[config.mk]
export PLATFORM = sky130hd
export DESIGN_NAME = sd_adc_top
export DESIGN_NICKNAME = d
export VERILOG_FILES = /design/src/hdl/sdadc_pkg.sv /design/src/hdl/sd_integrator.sv /design/src/hdl/sd_comb.sv /design/src/hdl/sd_channel.sv /design/src/hdl/sd_clock_gen.sv /design/src/hdl/sd_config_regs.sv /design/src/hdl/sd_result_mux.sv /design/src/hdl/sd_adc_top.sv
export SDC_FILE = /design/constraint.sdc
export NUM_CORES = 1
export LEC_CHECK = 0
export BUFFER_PORTS_ARGS = -buffer_cell sky130_fd_sc_hd__buf_2
export CAP_MARGIN = 5
export CORE_AREA = 2 2 238 240
export CTS_CLUSTER_SIZE = 20
export DETAILED_ROUTE_END_ITERATION = 10
export DIE_AREA = 0 0 240 242
export GPL_TIMING_DRIVEN = 1
export PLACE_DENSITY = 0.78
export SLEW_MARGIN = 20
export SYNTH_ARGS = -nofsm -noshare
export SYNTH_HDL_FRONTEND = slang
export SYNTH_SLANG_ARGS = --single-unit
[constraint.sdc]
create_clock -name clock -period 16.15 [get_ports clock]
set_input_delay 4.845 -clock clock [delete_from_list [all_inputs] [get_ports clock]]
set_output_delay 4.845 -clock clock [all_outputs]
set_load 0.02 [all_outputs]
[src/hdl/sdadc_pkg.sv]
// Shared definitions for the two-channel sigma-delta decimation front end
// Filter order, decimation limits, register map and result emitter states
`default_nettype none

package sdadc_pkg;

    // Number of integrator stages and of comb stages in each CIC filter
    localparam int cic_order = 3;

    // Allowed range of the decimation exponent k, where the ratio is 2^k
    // Writes outside this range are clamped by the register block
    localparam int decim_log2_min = 6;
    localparam int decim_log2_max = 8;

    // Register map of the configuration block
    typedef enum logic [1:0] {
        // Bit 0 enables the modulator clock and the filters
        reg_control      = 2'd0,
        // Half period of the modulator clock minus one, in clock cycles
        reg_mod_divider  = 2'd1,
        // Decimation exponent k
        reg_decim_log2   = 2'd2,
        // Read only, counts decimation ticks since enable
        reg_sample_count = 2'd3
    } reg_address_t;

    // States of the result emitter
    typedef enum logic {
        emit_idle = 1'b0,
        emit_busy = 1'b1
    } emit_state_t;

endpackage

`default_nettype wire

[src/hdl/sd_integrator.sv]
// CIC integrator section
// Samples one modulator bit stream on each modulator tick and feeds it
// through three cascaded accumulators that wrap modulo 2^processing_width
`default_nettype none
`timescale 1ns/1ps

module sd_integrator import sdadc_pkg::*; #(
    parameter int processing_width = 24
) (
    input  logic                        clock,
    input  logic                        reset,
    input  logic                        clear,
    input  logic                        mod_tick,
    input  logic                        sd_data,
    output logic [processing_width-1:0] integral
);

    logic [processing_width-1:0] accumulator [cic_order];
    logic [processing_width-1:0] stage_in [cic_order];

    // The first stage sums the raw bit, each later stage sums the stage before it
    always_comb begin
        stage_in[0] = {{(processing_width-1){1'b0}}, sd_data};
        for (int i = 1; i < cic_order; i++) begin
            stage_in[i] = accumulator[i-1];
        end
    end

    // All stages advance together on the tick
    // Each one adds the value its predecessor held before this tick
    always_ff @(posedge clock) begin
        if (reset || clear) begin
            for (int i = 0; i < cic_order; i++) begin
                accumulator[i] <= '0;
            end
        end else if (mod_tick) begin
            for (int i = 0; i < cic_order; i++) begin
                // Overflow is harmless here, the comb undoes the wrap
                accumulator[i] <= accumulator[i] + stage_in[i];
            end
        end
    end

    // Output of the last accumulator feeds the comb section
    assign integral = accumulator[cic_order-1];

endmodule

`default_nettype wire

[src/hdl/sd_comb.sv]
// CIC comb section
// Three cascaded differentiators running at the decimated rate
`default_nettype none
`timescale 1ns/1ps

module sd_comb import sdadc_pkg::*; #(
    parameter int processing_width = 24
) (
    input  logic                        clock,
    input  logic                        reset,
    input  logic                        clear,
    input  logic                        decim_tick,
    input  logic [processing_width-1:0] integral,
    output logic [processing_width-1:0] filtered
);

    // Previous input of each stage
    logic [processing_width-1:0] delayed [cic_order];
    // Current input of each stage
    logic [processing_width-1:0] stage_in [cic_order];
    // Difference at the end of the chain
    logic [processing_width-1:0] comb_out;

    // Stage 0 takes the integrator output and each later stage takes the
    // difference of the stage before it within the same period
    always_comb begin
        comb_out = integral;
        for (int i = 0; i < cic_order; i++) begin
            stage_in[i] = comb_out;
            // Modular subtraction recovers the true difference
            comb_out = comb_out - delayed[i];
        end
    end

    // Each stage computes x[n] - x[n-1] once per decimation period
    // Only the final difference is registered
    always_ff @(posedge clock) begin
        if (reset || clear) begin
            for (int i = 0; i < cic_order; i++) begin
                delayed[i] <= '0;
            end
            filtered <= '0;
        end else if (decim_tick) begin
            for (int i = 0; i < cic_order; i++) begin
                delayed[i] <= stage_in[i];
            end
            filtered <= comb_out;
        end
    end

endmodule

`default_nettype wire

[src/hdl/sd_channel.sv]
// One decimation channel
// CIC integrator and comb followed by an output stage that scales the
// filter value, removes mid-scale, saturates and sign-extends the result
`default_nettype none
`timescale 1ns/1ps

module sd_channel import sdadc_pkg::*; #(
    parameter int processing_width = 24,
    parameter int result_width     = 16,
    parameter int output_width     = 32
) (
    input  logic                    clock,
    input  logic                    reset,
    input  logic                    clear,
    input  logic                    mod_tick,
    input  logic                    decim_tick,
    input  logic                    sync,
    input  logic                    sd_data,
    input  logic [3:0]              decim_log2,
    output logic                    result_valid,
    output logic [output_width-1:0] result_data
);

    // Offset that turns the unsigned result into a signed one
    localparam logic [result_width-1:0] mid_scale = {1'b1, {(result_width-1){1'b0}}};

    logic [processing_width-1:0] integral;
    logic [processing_width-1:0] filtered;
    logic [processing_width-1:0] shifted;
    logic [5:0]                  shift_amount;
    logic                        decim_tick_d;
    logic [result_width:0]       unsigned_out;
    logic [result_width-1:0]     adc_value;

    sd_integrator #(
        .processing_width(processing_width)
    ) u_sd_integrator (
        .clock    (clock),
        .reset    (reset),
        .clear    (clear),
        .mod_tick (mod_tick),
        .sd_data  (sd_data),
        .integral (integral)
    );

    sd_comb #(
        .processing_width(processing_width)
    ) u_sd_comb (
        .clock      (clock),
        .reset      (reset),
        .clear      (clear),
        .decim_tick (decim_tick),
        .integral   (integral),
        .filtered   (filtered)
    );

    // CIC gain is 2^(3k), so dropping 3k-16 bits leaves full scale at bit 16
    assign shift_amount = 6'(cic_order * decim_log2 - result_width);
    assign shifted      = filtered >> shift_amount;

    // Comb output settles one cycle after decim_tick and is captured here
    always_ff @(posedge clock) begin
        if (reset) begin
            decim_tick_d <= 1'b0;
        end else begin
            decim_tick_d <= decim_tick;
        end
    end

    always_ff @(posedge clock) begin
        if (decim_tick_d) begin
            unsigned_out <= shifted[result_width:0];
        end
    end

    // Full scale input sets bit 16, which clips to the largest positive code
    always_comb begin
        if (unsigned_out[result_width]) begin
            adc_value = ~mid_scale;
        end else begin
            adc_value = unsigned_out[result_width-1:0] - mid_scale;
        end
    end

    // Result is presented for exactly the sync cycle
    assign result_valid = sync;
    assign result_data  = {{(output_width-result_width){adc_value[result_width-1]}}, adc_value};

endmodule

`default_nettype wire

[src/hdl/sd_clock_gen.sv]
// Modulator clock and decimation timing generator
// Makes the off-chip modulator clock and the tick, decimation and sync strobes
`default_nettype none
`timescale 1ns/1ps

module sd_clock_gen (
    input  logic       clock,
    input  logic       reset,
    input  logic       enable,
    input  logic [7:0] mod_divider,
    input  logic [3:0] decim_log2,
    output logic       mod_clock,
    output logic       mod_tick,
    output logic       decim_tick,
    output logic       sync
);

    logic [7:0] half_count;
    logic [7:0] half_last;
    logic [7:0] tick_count;
    logic [7:0] tick_last;
    logic       toggle;
    logic       falling;
    logic       sync_stage;

    // A divider of zero would stall the clock, so it runs as one
    assign half_last = (mod_divider == 8'd0) ? 8'd1 : mod_divider;
    // Last count of the decimation period, 2^k - 1
    assign tick_last = 8'((9'd1 << decim_log2) - 9'd1);

    // Comparing with >= recovers quickly if the divider shrinks mid period
    assign toggle  = (half_count >= half_last);
    assign falling = toggle && mod_clock;

    always_ff @(posedge clock) begin
        if (reset || !enable) begin
            half_count <= '0;
            tick_count <= '0;
            mod_clock  <= 1'b0;
            mod_tick   <= 1'b0;
            decim_tick <= 1'b0;
            sync_stage <= 1'b0;
            sync       <= 1'b0;
        end else begin
            // Tick lands in the same cycle that mod_clock goes low
            mod_tick   <= falling;
            decim_tick <= 1'b0;
            // Two stage delay gives the output stage time to settle
            sync_stage <= decim_tick;
            sync       <= sync_stage;
            if (toggle) begin
                half_count <= '0;
                mod_clock  <= ~mod_clock;
            end else begin
                half_count <= half_count + 8'd1;
            end
            // Every 2^k-th modulator tick is also a decimation tick
            if (falling) begin
                if (tick_count >= tick_last) begin
                    tick_count <= '0;
                    decim_tick <= 1'b1;
                end else begin
                    tick_count <= tick_count + 8'd1;
                end
            end
        end
    end

endmodule

`default_nettype wire

[src/hdl/sd_config_regs.sv]
// Configuration register block
// Holds enable, modulator divider and decimation exponent, counts decimation
// ticks, and returns register contents one cycle after a read
`default_nettype none
`timescale 1ns/1ps

module sd_config_regs import sdadc_pkg::*; (
    input  logic         clock,
    input  logic         reset,
    input  logic         reg_write,
    input  logic         reg_read,
    input  reg_address_t reg_address,
    input  logic [15:0]  reg_write_data,
    input  logic         decim_tick,
    output logic [15:0]  reg_read_data,
    output logic         enable,
    output logic [7:0]   mod_divider,
    output logic [3:0]   decim_log2
);

    logic [15:0] sample_count;
    logic [15:0] read_value;
    logic [3:0]  clamped_log2;

    // The whole write word is compared, so large values clamp instead of wrapping
    always_comb begin
        if (reg_write_data < 16'(decim_log2_min)) begin
            clamped_log2 = 4'(decim_log2_min);
        end else if (reg_write_data > 16'(decim_log2_max)) begin
            clamped_log2 = 4'(decim_log2_max);
        end else begin
            clamped_log2 = reg_write_data[3:0];
        end
    end

    // Read-back mux, registered below
    always_comb begin
        case (reg_address)
            reg_control:      read_value = {15'd0, enable};
            reg_mod_divider:  read_value = {8'd0, mod_divider};
            reg_decim_log2:   read_value = {12'd0, decim_log2};
            reg_sample_count: read_value = sample_count;
            default:          read_value = '0;
        endcase
    end

    always_ff @(posedge clock) begin
        if (reset) begin
            enable        <= 1'b0;
            mod_divider   <= 8'd1;
            decim_log2    <= 4'(decim_log2_min);
            sample_count  <= '0;
            reg_read_data <= '0;
        end else begin
            if (reg_write) begin
                case (reg_address)
                    reg_control:     enable      <= reg_write_data[0];
                    reg_mod_divider: mod_divider <= reg_write_data[7:0];
                    reg_decim_log2:  decim_log2  <= clamped_log2;
                    // Sample count cannot be written
                    default:         ;
                endcase
            end
            // Count restarts from zero each time the block is enabled
            if (!enable) begin
                sample_count <= '0;
            end else if (decim_tick) begin
                sample_count <= sample_count + 16'd1;
            end
            if (reg_read) begin
                reg_read_data <= read_value;
            end
        end
    end

endmodule

`default_nettype wire

[src/hdl/sd_result_mux.sv]
// Result emitter
// Captures all channel results on sync and sends them out one per cycle,
// in channel order, each tagged with its channel number
`default_nettype none
`timescale 1ns/1ps

module sd_result_mux import sdadc_pkg::*; #(
    parameter int output_width = 32,
    parameter int channels     = 2
) (
    input  logic                                   clock,
    input  logic                                   reset,
    input  logic [channels-1:0]                    result_valid,
    input  logic [channels-1:0][output_width-1:0]  result_data,
    output logic                                   out_valid,
    output logic [output_width-1:0]                out_data,
    output logic [$clog2(channels)-1:0]            out_dest
);

    localparam int dest_width = $clog2(channels);

    emit_state_t                          state;
    logic [dest_width-1:0]                index;
    logic [channels-1:0][output_width-1:0] held;
    logic                                 capture;

    // All channels share one sync, so any valid starts a burst
    assign capture = (state == emit_idle) && (|result_valid);

    always_ff @(posedge clock) begin
        if (reset) begin
            state     <= emit_idle;
            index     <= '0;
            out_valid <= 1'b0;
            out_dest  <= '0;
        end else begin
            case (state)
                emit_idle: begin
                    out_valid <= capture;
                    if (capture) begin
                        // Channel 0 goes out directly in the next cycle
                        out_dest <= '0;
                        index    <= dest_width'(1);
                        state    <= emit_busy;
                    end
                end
                emit_busy: begin
                    out_valid <= 1'b1;
                    out_dest  <= index;
                    index     <= index + dest_width'(1);
                    if (index == dest_width'(channels - 1)) begin
                        state <= emit_idle;
                    end
                end
                default: state <= emit_idle;
            endcase
        end
    end

    // Data path follows the control above
    always_ff @(posedge clock) begin
        if (capture) begin
            held     <= result_data;
            out_data <= result_data[0];
        end else if (state == emit_busy) begin
            out_data <= held[index];
        end
    end

endmodule

`default_nettype wire

[src/hdl/sd_adc_top.sv]
// Two-channel sigma-delta ADC decimation front end
// Register block, modulator clock generator, CIC channels and result emitter
`default_nettype none
`timescale 1ns/1ps

module sd_adc_top import sdadc_pkg::*; #(
    parameter int processing_width = 24,
    parameter int result_width     = 16,
    parameter int output_width     = 32,
    parameter int channels         = 2
) (
    input  logic                        clock,
    input  logic                        reset,
    input  logic                        reg_write,
    input  logic                        reg_read,
    input  reg_address_t                reg_address,
    input  logic [15:0]                 reg_write_data,
    output logic [15:0]                 reg_read_data,
    input  logic [channels-1:0]         sd_data,
    output logic                        mod_clock,
    output logic                        out_valid,
    output logic [output_width-1:0]     out_data,
    output logic [$clog2(channels)-1:0] out_dest
);

    logic                                  enable;
    logic                                  clear;
    logic [7:0]                            mod_divider;
    logic [3:0]                            decim_log2;
    logic                                  mod_tick;
    logic                                  decim_tick;
    logic                                  sync;
    logic [channels-1:0]                   result_valid;
    logic [channels-1:0][output_width-1:0] result_data;

    // Filters are held clear while the block is disabled
    assign clear = ~enable;

    sd_config_regs u_sd_config_regs (
        .clock          (clock),
        .reset          (reset),
        .reg_write      (reg_write),
        .reg_read       (reg_read),
        .reg_address    (reg_address),
        .reg_write_data (reg_write_data),
        .decim_tick     (decim_tick),
        .reg_read_data  (reg_read_data),
        .enable         (enable),
        .mod_divider    (mod_divider),
        .decim_log2     (decim_log2)
    );

    sd_clock_gen u_sd_clock_gen (
        .clock       (clock),
        .reset       (reset),
        .enable      (enable),
        .mod_divider (mod_divider),
        .decim_log2  (decim_log2),
        .mod_clock   (mod_clock),
        .mod_tick    (mod_tick),
        .decim_tick  (decim_tick),
        .sync        (sync)
    );

    // One channel per modulator input, all on the same timing strobes
    for (genvar ch = 0; ch < channels; ch++) begin : g_channel
        sd_channel #(
            .processing_width (processing_width),
            .result_width     (result_width),
            .output_width     (output_width)
        ) u_sd_channel (
            .clock        (clock),
            .reset        (reset),
            .clear        (clear),
            .mod_tick     (mod_tick),
            .decim_tick   (decim_tick),
            .sync         (sync),
            .sd_data      (sd_data[ch]),
            .decim_log2   (decim_log2),
            .result_valid (result_valid[ch]),
            .result_data  (result_data[ch])
        );
    end

    sd_result_mux #(
        .output_width (output_width),
        .channels     (channels)
    ) u_sd_result_mux (
        .clock        (clock),
        .reset        (reset),
        .result_valid (result_valid),
        .result_data  (result_data),
        .out_valid    (out_valid),
        .out_data     (out_data),
        .out_dest     (out_dest)
    );

endmodule

`default_nettype wire

== Word level (Yosys, flattened, before mapping) ==
Memories as Yosys holds them, arrays and structs flattened.
Index checks and enable logic that the tools add are counted.
Operators by class
  multiply operators: 1
  add/subtract/negate cells: 20
  reduce and logical (&&, ||, !) cells: 14
  bitwise logic cells: 16
  $lt $le $gt $ge: 5
  muxes and demuxes: 40
  shift operators: 3
  equal/unequal tests: 4
Operators with widths (number)
  $mux 24: 12
  $sub 24x24->24: 6
  $mux 32: 4
  $add 24x24->24: 4
  $pmux 16 s4: 1
  $add 24x1->24: 2
  $shr 24x6->17: 2
  $mux 16: 2
  $sub 16x16->16 const B: 2
  $add 16x1->16 const B: 1
  $add 8x1->8 const B: 2
  $ge 8x8->1: 2
  $gt 16x4->1 const B: 1
  $lt 16x3->1 const B: 1
  $mux 8: 2
  $mux 1: 13
  $or 1x1->1: 12
  $logic_not 8->1: 1
  $mux 4: 2
  $pmux 1 s2: 4
  $shl 1x4->8 const A: 1
  $sub 8x1->8 const B: 1
  $mul 2x4->6 const A: 1
  $reduce_and 2->1: 3
  13 further kinds: 21
Storage, ports and cells
  input port bits: 24
  output and inout port bits: 51
  RAM bits: 288
  memories: 4
  flip-flop bits (word level): 217
  logic and storage cells: 132
Memory list
  g_channel[0].u_sd_channel.u_sd_comb.delayed: depth 3, bits a word 24, read ports 3, clocked after memory_dff 0, write ports 3, line sd_comb.sv:18  | logic [processing_width-1:0] delayed [cic_order];
  g_channel[0].u_sd_channel.u_sd_integrator.accumulator: depth 3, bits a word 24, read ports 3, clocked after memory_dff 0, write ports 3, line sd_integrator.sv:18  | logic [processing_width-1:0] accumulator [cic_order];
  g_channel[1].u_sd_channel.u_sd_comb.delayed: depth 3, bits a word 24, read ports 3, clocked after memory_dff 0, write ports 3, line sd_comb.sv:18
  g_channel[1].u_sd_channel.u_sd_integrator.accumulator: depth 3, bits a word 24, read ports 3, clocked after memory_dff 0, write ports 3, line sd_integrator.sv:18

== Longest topological paths before layout ==
  word-level depth: 6
  mapped depth: 32
  gate-level depth less buffers: 32

== Hierarchy ==
From an unflattened synthesis, not the netlist that was laid out.
Unflattened totals
  cell total of the unflattened synthesis: 3554
  area, all modules: 36562.6 µm²
Modules (own cells, without submodules)
  sd_comb: sequential area each 2642.5 µm², cells an instance 719, times used 2, area an instance 6836.6 µm²
  sd_integrator at g_channel[0].u_sd_channel.u_sd_integrator: sequential area each 2162.1 µm², cells an instance 562, times used 1, area an instance 5491.5 µm²
  sd_integrator at g_channel[1].u_sd_channel.u_sd_integrator: sequential area each 2162.1 µm², cells an instance 551, times used 1, area an instance 5380.2 µm²
  sd_result_mux: sequential area each 2962.8 µm², cells an instance 182, times used 1, area an instance 4038.9 µm²
  sd_channel at g_channel[1].u_sd_channel: sequential area each 530.5 µm², cells an instance 216, times used 1, area an instance 2382.3 µm²
  sd_channel at g_channel[0].u_sd_channel: sequential area each 530.5 µm², cells an instance 228, times used 1, area an instance 2192.1 µm²
  sd_config_regs: sequential area each 900.9 µm², cells an instance 221, times used 1, area an instance 2013.2 µm²
  sd_clock_gen: sequential area each 420.4 µm², cells an instance 155, times used 1, area an instance 1387.6 µm²
  sd_adc_top: sequential area each 0.0 µm², cells an instance 1, times used 1, area an instance 3.8 µm²

== Worst setup path before layout ==
Ideal clock, no wire load.
  kind: input to register
  from: input port reset
  to: memory g_channel[0].u_sd_channel.u_sd_integrator.accumulator[0][0], enable pin
  data arrival time: 8748 ps
  slack: 6874 ps
  stages: 5
  setup time: 529 ps
  data required time: 15621 ps
  buffers on the path: 3
  path through: clkbuf_1 > nor2b_1 > clkbuf_1 > clkbuf_1 > nand2b_1
RTL lines
  start, declared: line sd_adc_top.sv:13  | input logic reset,
  end, declared: line sd_integrator.sv:18

==> qor.txt <==
CORE AREA: 55,730 um^2
Worst EP required: 16,600 ps
Area Growth Syn to Fin: 8.838%
Hold Path Stages: 2
syn_nets: 3,613
vias in the first global route: 21,350
routed vias/inst: 5.521
Die ar.: 58,080 um^2
clk root buf: clkbuf_16
I/O pins: 75
Slew Limit Fails: 0
hpwl dp: 42,590 um
global route overflow: 0
Die Wd: 240 um
multi-input logic area: 16,960 um^2
clock buffer depth: 3
gp weighted congestion: 0.8444
ys flop type: edfxtp_1
drt first-iter violations: 1,154
Clock Sinks: 489
PwrDens: 110.2 nW/um^2
register area: 13,500 um^2
flops & latches, synth: 489
Yosys cell types: 74
Inst Count DP: 4,034
Max Clock Skew: 24.33 ps
synthesized area: 31,840 um^2
initial antenna violation count: 0
top cells by area, synth: edfxtp_1 (35%), ha_1 (10%), dfxtp_1 (7.5%), nor2_1 (4.2%), a21oi_1 (3.9%)
Peak Freq: 130.8 MHz
antenna-violating nets left: 0
post-CTS setup buffers: 0
Setup TNS Final: 0 ps
Worst-Skew Late Latency: 610 ps
register area share after synthesis: 0.4238
most numerous cell in the Yosys netlist: edfxtp_1
Worst Path Max Fanout: 88
Max Cap Viol: 0
top post-synthesis cells by count: edfxtp_1 (370), nor2_1 (353), ha_1 (263), a21oi_1 (245), inv_1 (233)
global-route wire length before repair: 99,520 um
status: complete, no violations
die height: 242 um
Nets: 3,631
largest area contributor in the netlist: edfxtp_1
PostCTS Resize Cnt: 0
Vias: 22,810
peak supply drop: 0.08042 mV
Initial Utilization: 0.5713
WHS Endpoint: u_sd_config_regs.reg_read_data[6]
Final setup viols: 0
I/O Buffers: 74
Worst slew margin: 0.3131
CTS Hold Bufs: 0
Syn Inst Count: 3,315
Post-synth EDFFs: 370
Non-Filler Instances: 4,132
1st-pass router iterations: 7
total number of yosys warnings: 0
reg-to-reg slack, setup: 9460 ps
clock transition at the registers of the reported paths: 60 ps
CTS buffer count: 53
post-synthesis async set-or-reset flop share: 0
Setup crit end kind: flop
unrepaired setup endpoints after global routing: false
total wire length: 58,270 um
WL/cell: 14.10 um
Clock H-tree levels: 2
ANT cells: 0
Final Hold Fails: 0
layout cells sized above 1: 0.07761
Setup CP Type: primary input to flop
leakage: 14.22 nW
reg2reg path depth: 30
minimum clock period: 7647 ps
Hold WC Path Type: flop to flop
arrival time at the worst endpoint: 8100 ps
period utilization: 0.4735
row cnt: 87
worst-margin pin slew: 1029 ps
CP Launch Type: primary input
largest net degree at the start of global routing: 95
syn_area_per_cell: 9.604 um^2
Filler cells: 4,661
Min-Delay Startpoint: u_sd_config_regs.reg_read_data[6]
CTS tree: yes
GR Util All Layers: 0.2011
DRC violations left: 0
Synth top area share: 0.3490
-- sequential cells by signal, indices dropped and copies added, names as in the netlist --
| signal | flops |
|---|---|
| u_sd_result_mux.out_data | 16 |
| u_sd_result_mux.out_valid | 1 |
| u_sd_config_regs.enable | 1 |
| u_sd_result_mux.index | 1 |
| u_sd_result_mux.state | 1 |
| g_channel.u_sd_channel.u_sd_comb.filtered | 48 |
| u_sd_clock_gen.half_count | 8 |
| g_channel.u_sd_channel.u_sd_comb.delayed | 144 |
| u_sd_config_regs.reg_read_data | 16 |
| g_channel.u_sd_channel.unsigned_out | 34 |
| u_sd_config_regs.mod_divider | 8 |
| u_sd_config_regs.sample_count | 16 |
| u_sd_clock_gen.sync_stage | 1 |
| g_channel.u_sd_channel.u_sd_integrator.accumulator | 144 |
| u_sd_result_mux.out_dest | 1 |
| g_channel.u_sd_channel.decim_tick_d | 1 |
| u_sd_clock_gen.sync | 1 |
| u_sd_clock_gen.mod_tick | 1 |
| u_sd_config_regs.decim_log2 | 4 |
| u_sd_clock_gen.tick_count | 8 |
| u_sd_clock_gen.decim_tick | 1 |
| u_sd_clock_gen.mod_clock | 1 |
| u_sd_result_mux.held | 32 |
-- how the worst max path moves through the flow --
stage | from | to | cells past startpoint
global placement | reset | flop | 7
finish | reset | flop | 7
CTS | reset | flop | 7
detailed placement | reset | flop | 7
floorplan | reset | flop | 5
global route | reset | flop | 7
-- cell type report --
| type | count | area share |
|---|---|---|
| Multi-Input combinational cell | 2464 | 0.4893 |
| Tap cell | 756 | 0.02730 |
| Inverter | 233 | 0.02538 |
| Clock buffer | 56 | 0.03983 |
| Sequential cell | 489 | 0.3895 |
| Timing Repair Buffer | 92 | 0.01470 |
| Clock inverter | 42 | 0.01394 |
-- placed cells by master (no fill, tap or decap), types with 19 or more instances in the layout --
cell type,n
edfxtp_1,370
nor2_1,353
ha_1,262
a21oi_1,245
inv_1,230
nand2_1,195
o21ai_0,145
xnor2_1,128
xor2_1,121
dfxtp_1,117
and3_1,98
and2_1,92
a21o_1,86
mux2i_1,85
nand3_1,81
buf_2,74
clkbuf_16,55
nand2b_1,51
nor3_1,49
a211oi_1,47
nor2b_1,43
or2_2,35
o21bai_1,32
o21a_1,31
nand4_1,29
a31oi_1,21
o211ai_1,19
-- layer usage --
layer | track usage | part of all wire | routed length (um) | up-vias
met2 | 0.3436 | 0.47 | 27300 | 347
met3 | 0.02427 | 0.035 | 2013 | 82
met5 | 0 | 0 | 0 | -
met4 | 0.05334 | 0.019 | 1117 | 0
li1 | - | - | - | 11880
met1 | 0.2698 | 0.48 | 27840 | 10510
-- power breakdown --
group          leakage [nW]  switching (W)  internal, W
Combinational          8.18       0.000656     0.000516
Clock                 0.897       0.000514     0.000767
Sequential             5.14      0.0000114      0.00136
-- logic make-up after synthesis --
| family | after synthesis | synth area share |
|---|---|---|
| AOI/OAI and AO/OA | 744 | 0.1469 |
| xor gates and xnor gates | 250 | 0.06921 |
| adders and majority gates | 274 | 0.1103 |
| muxes | 108 | 0.03733 |
| and+or+nand+nor | 1088 | 0.1680 |
| buffers and inverters | 362 | 0.04457 |
| DFF | 489 | 0.4238 |
-- stage by stage --
step                      instance area, um^2    util  power (W)  worst slack, ps  hold WS [ps]
after global placement                  32790  0.5883   0.002533             7936         454.0
after detailed placement                32790  0.5883   0.002555             7859         458.0
final                                   34650  0.6217   0.003819             8503         465.4
after floorplan                         31840       -   0.002353             6874         405.7
after global routing                    34650  0.6217   0.004040             8287         493.1
after CTS                               34650  0.6217   0.003839             8522         467.1
-- critical path: stages --
cell,delay (ps)
buf_2,310
nor2b_4,590
buf_4,490
nand2_4,370
buf_4,530
or4b_2,710
o211ai_1,170
No activity file was read; power rests on OpenSTA's default activity.
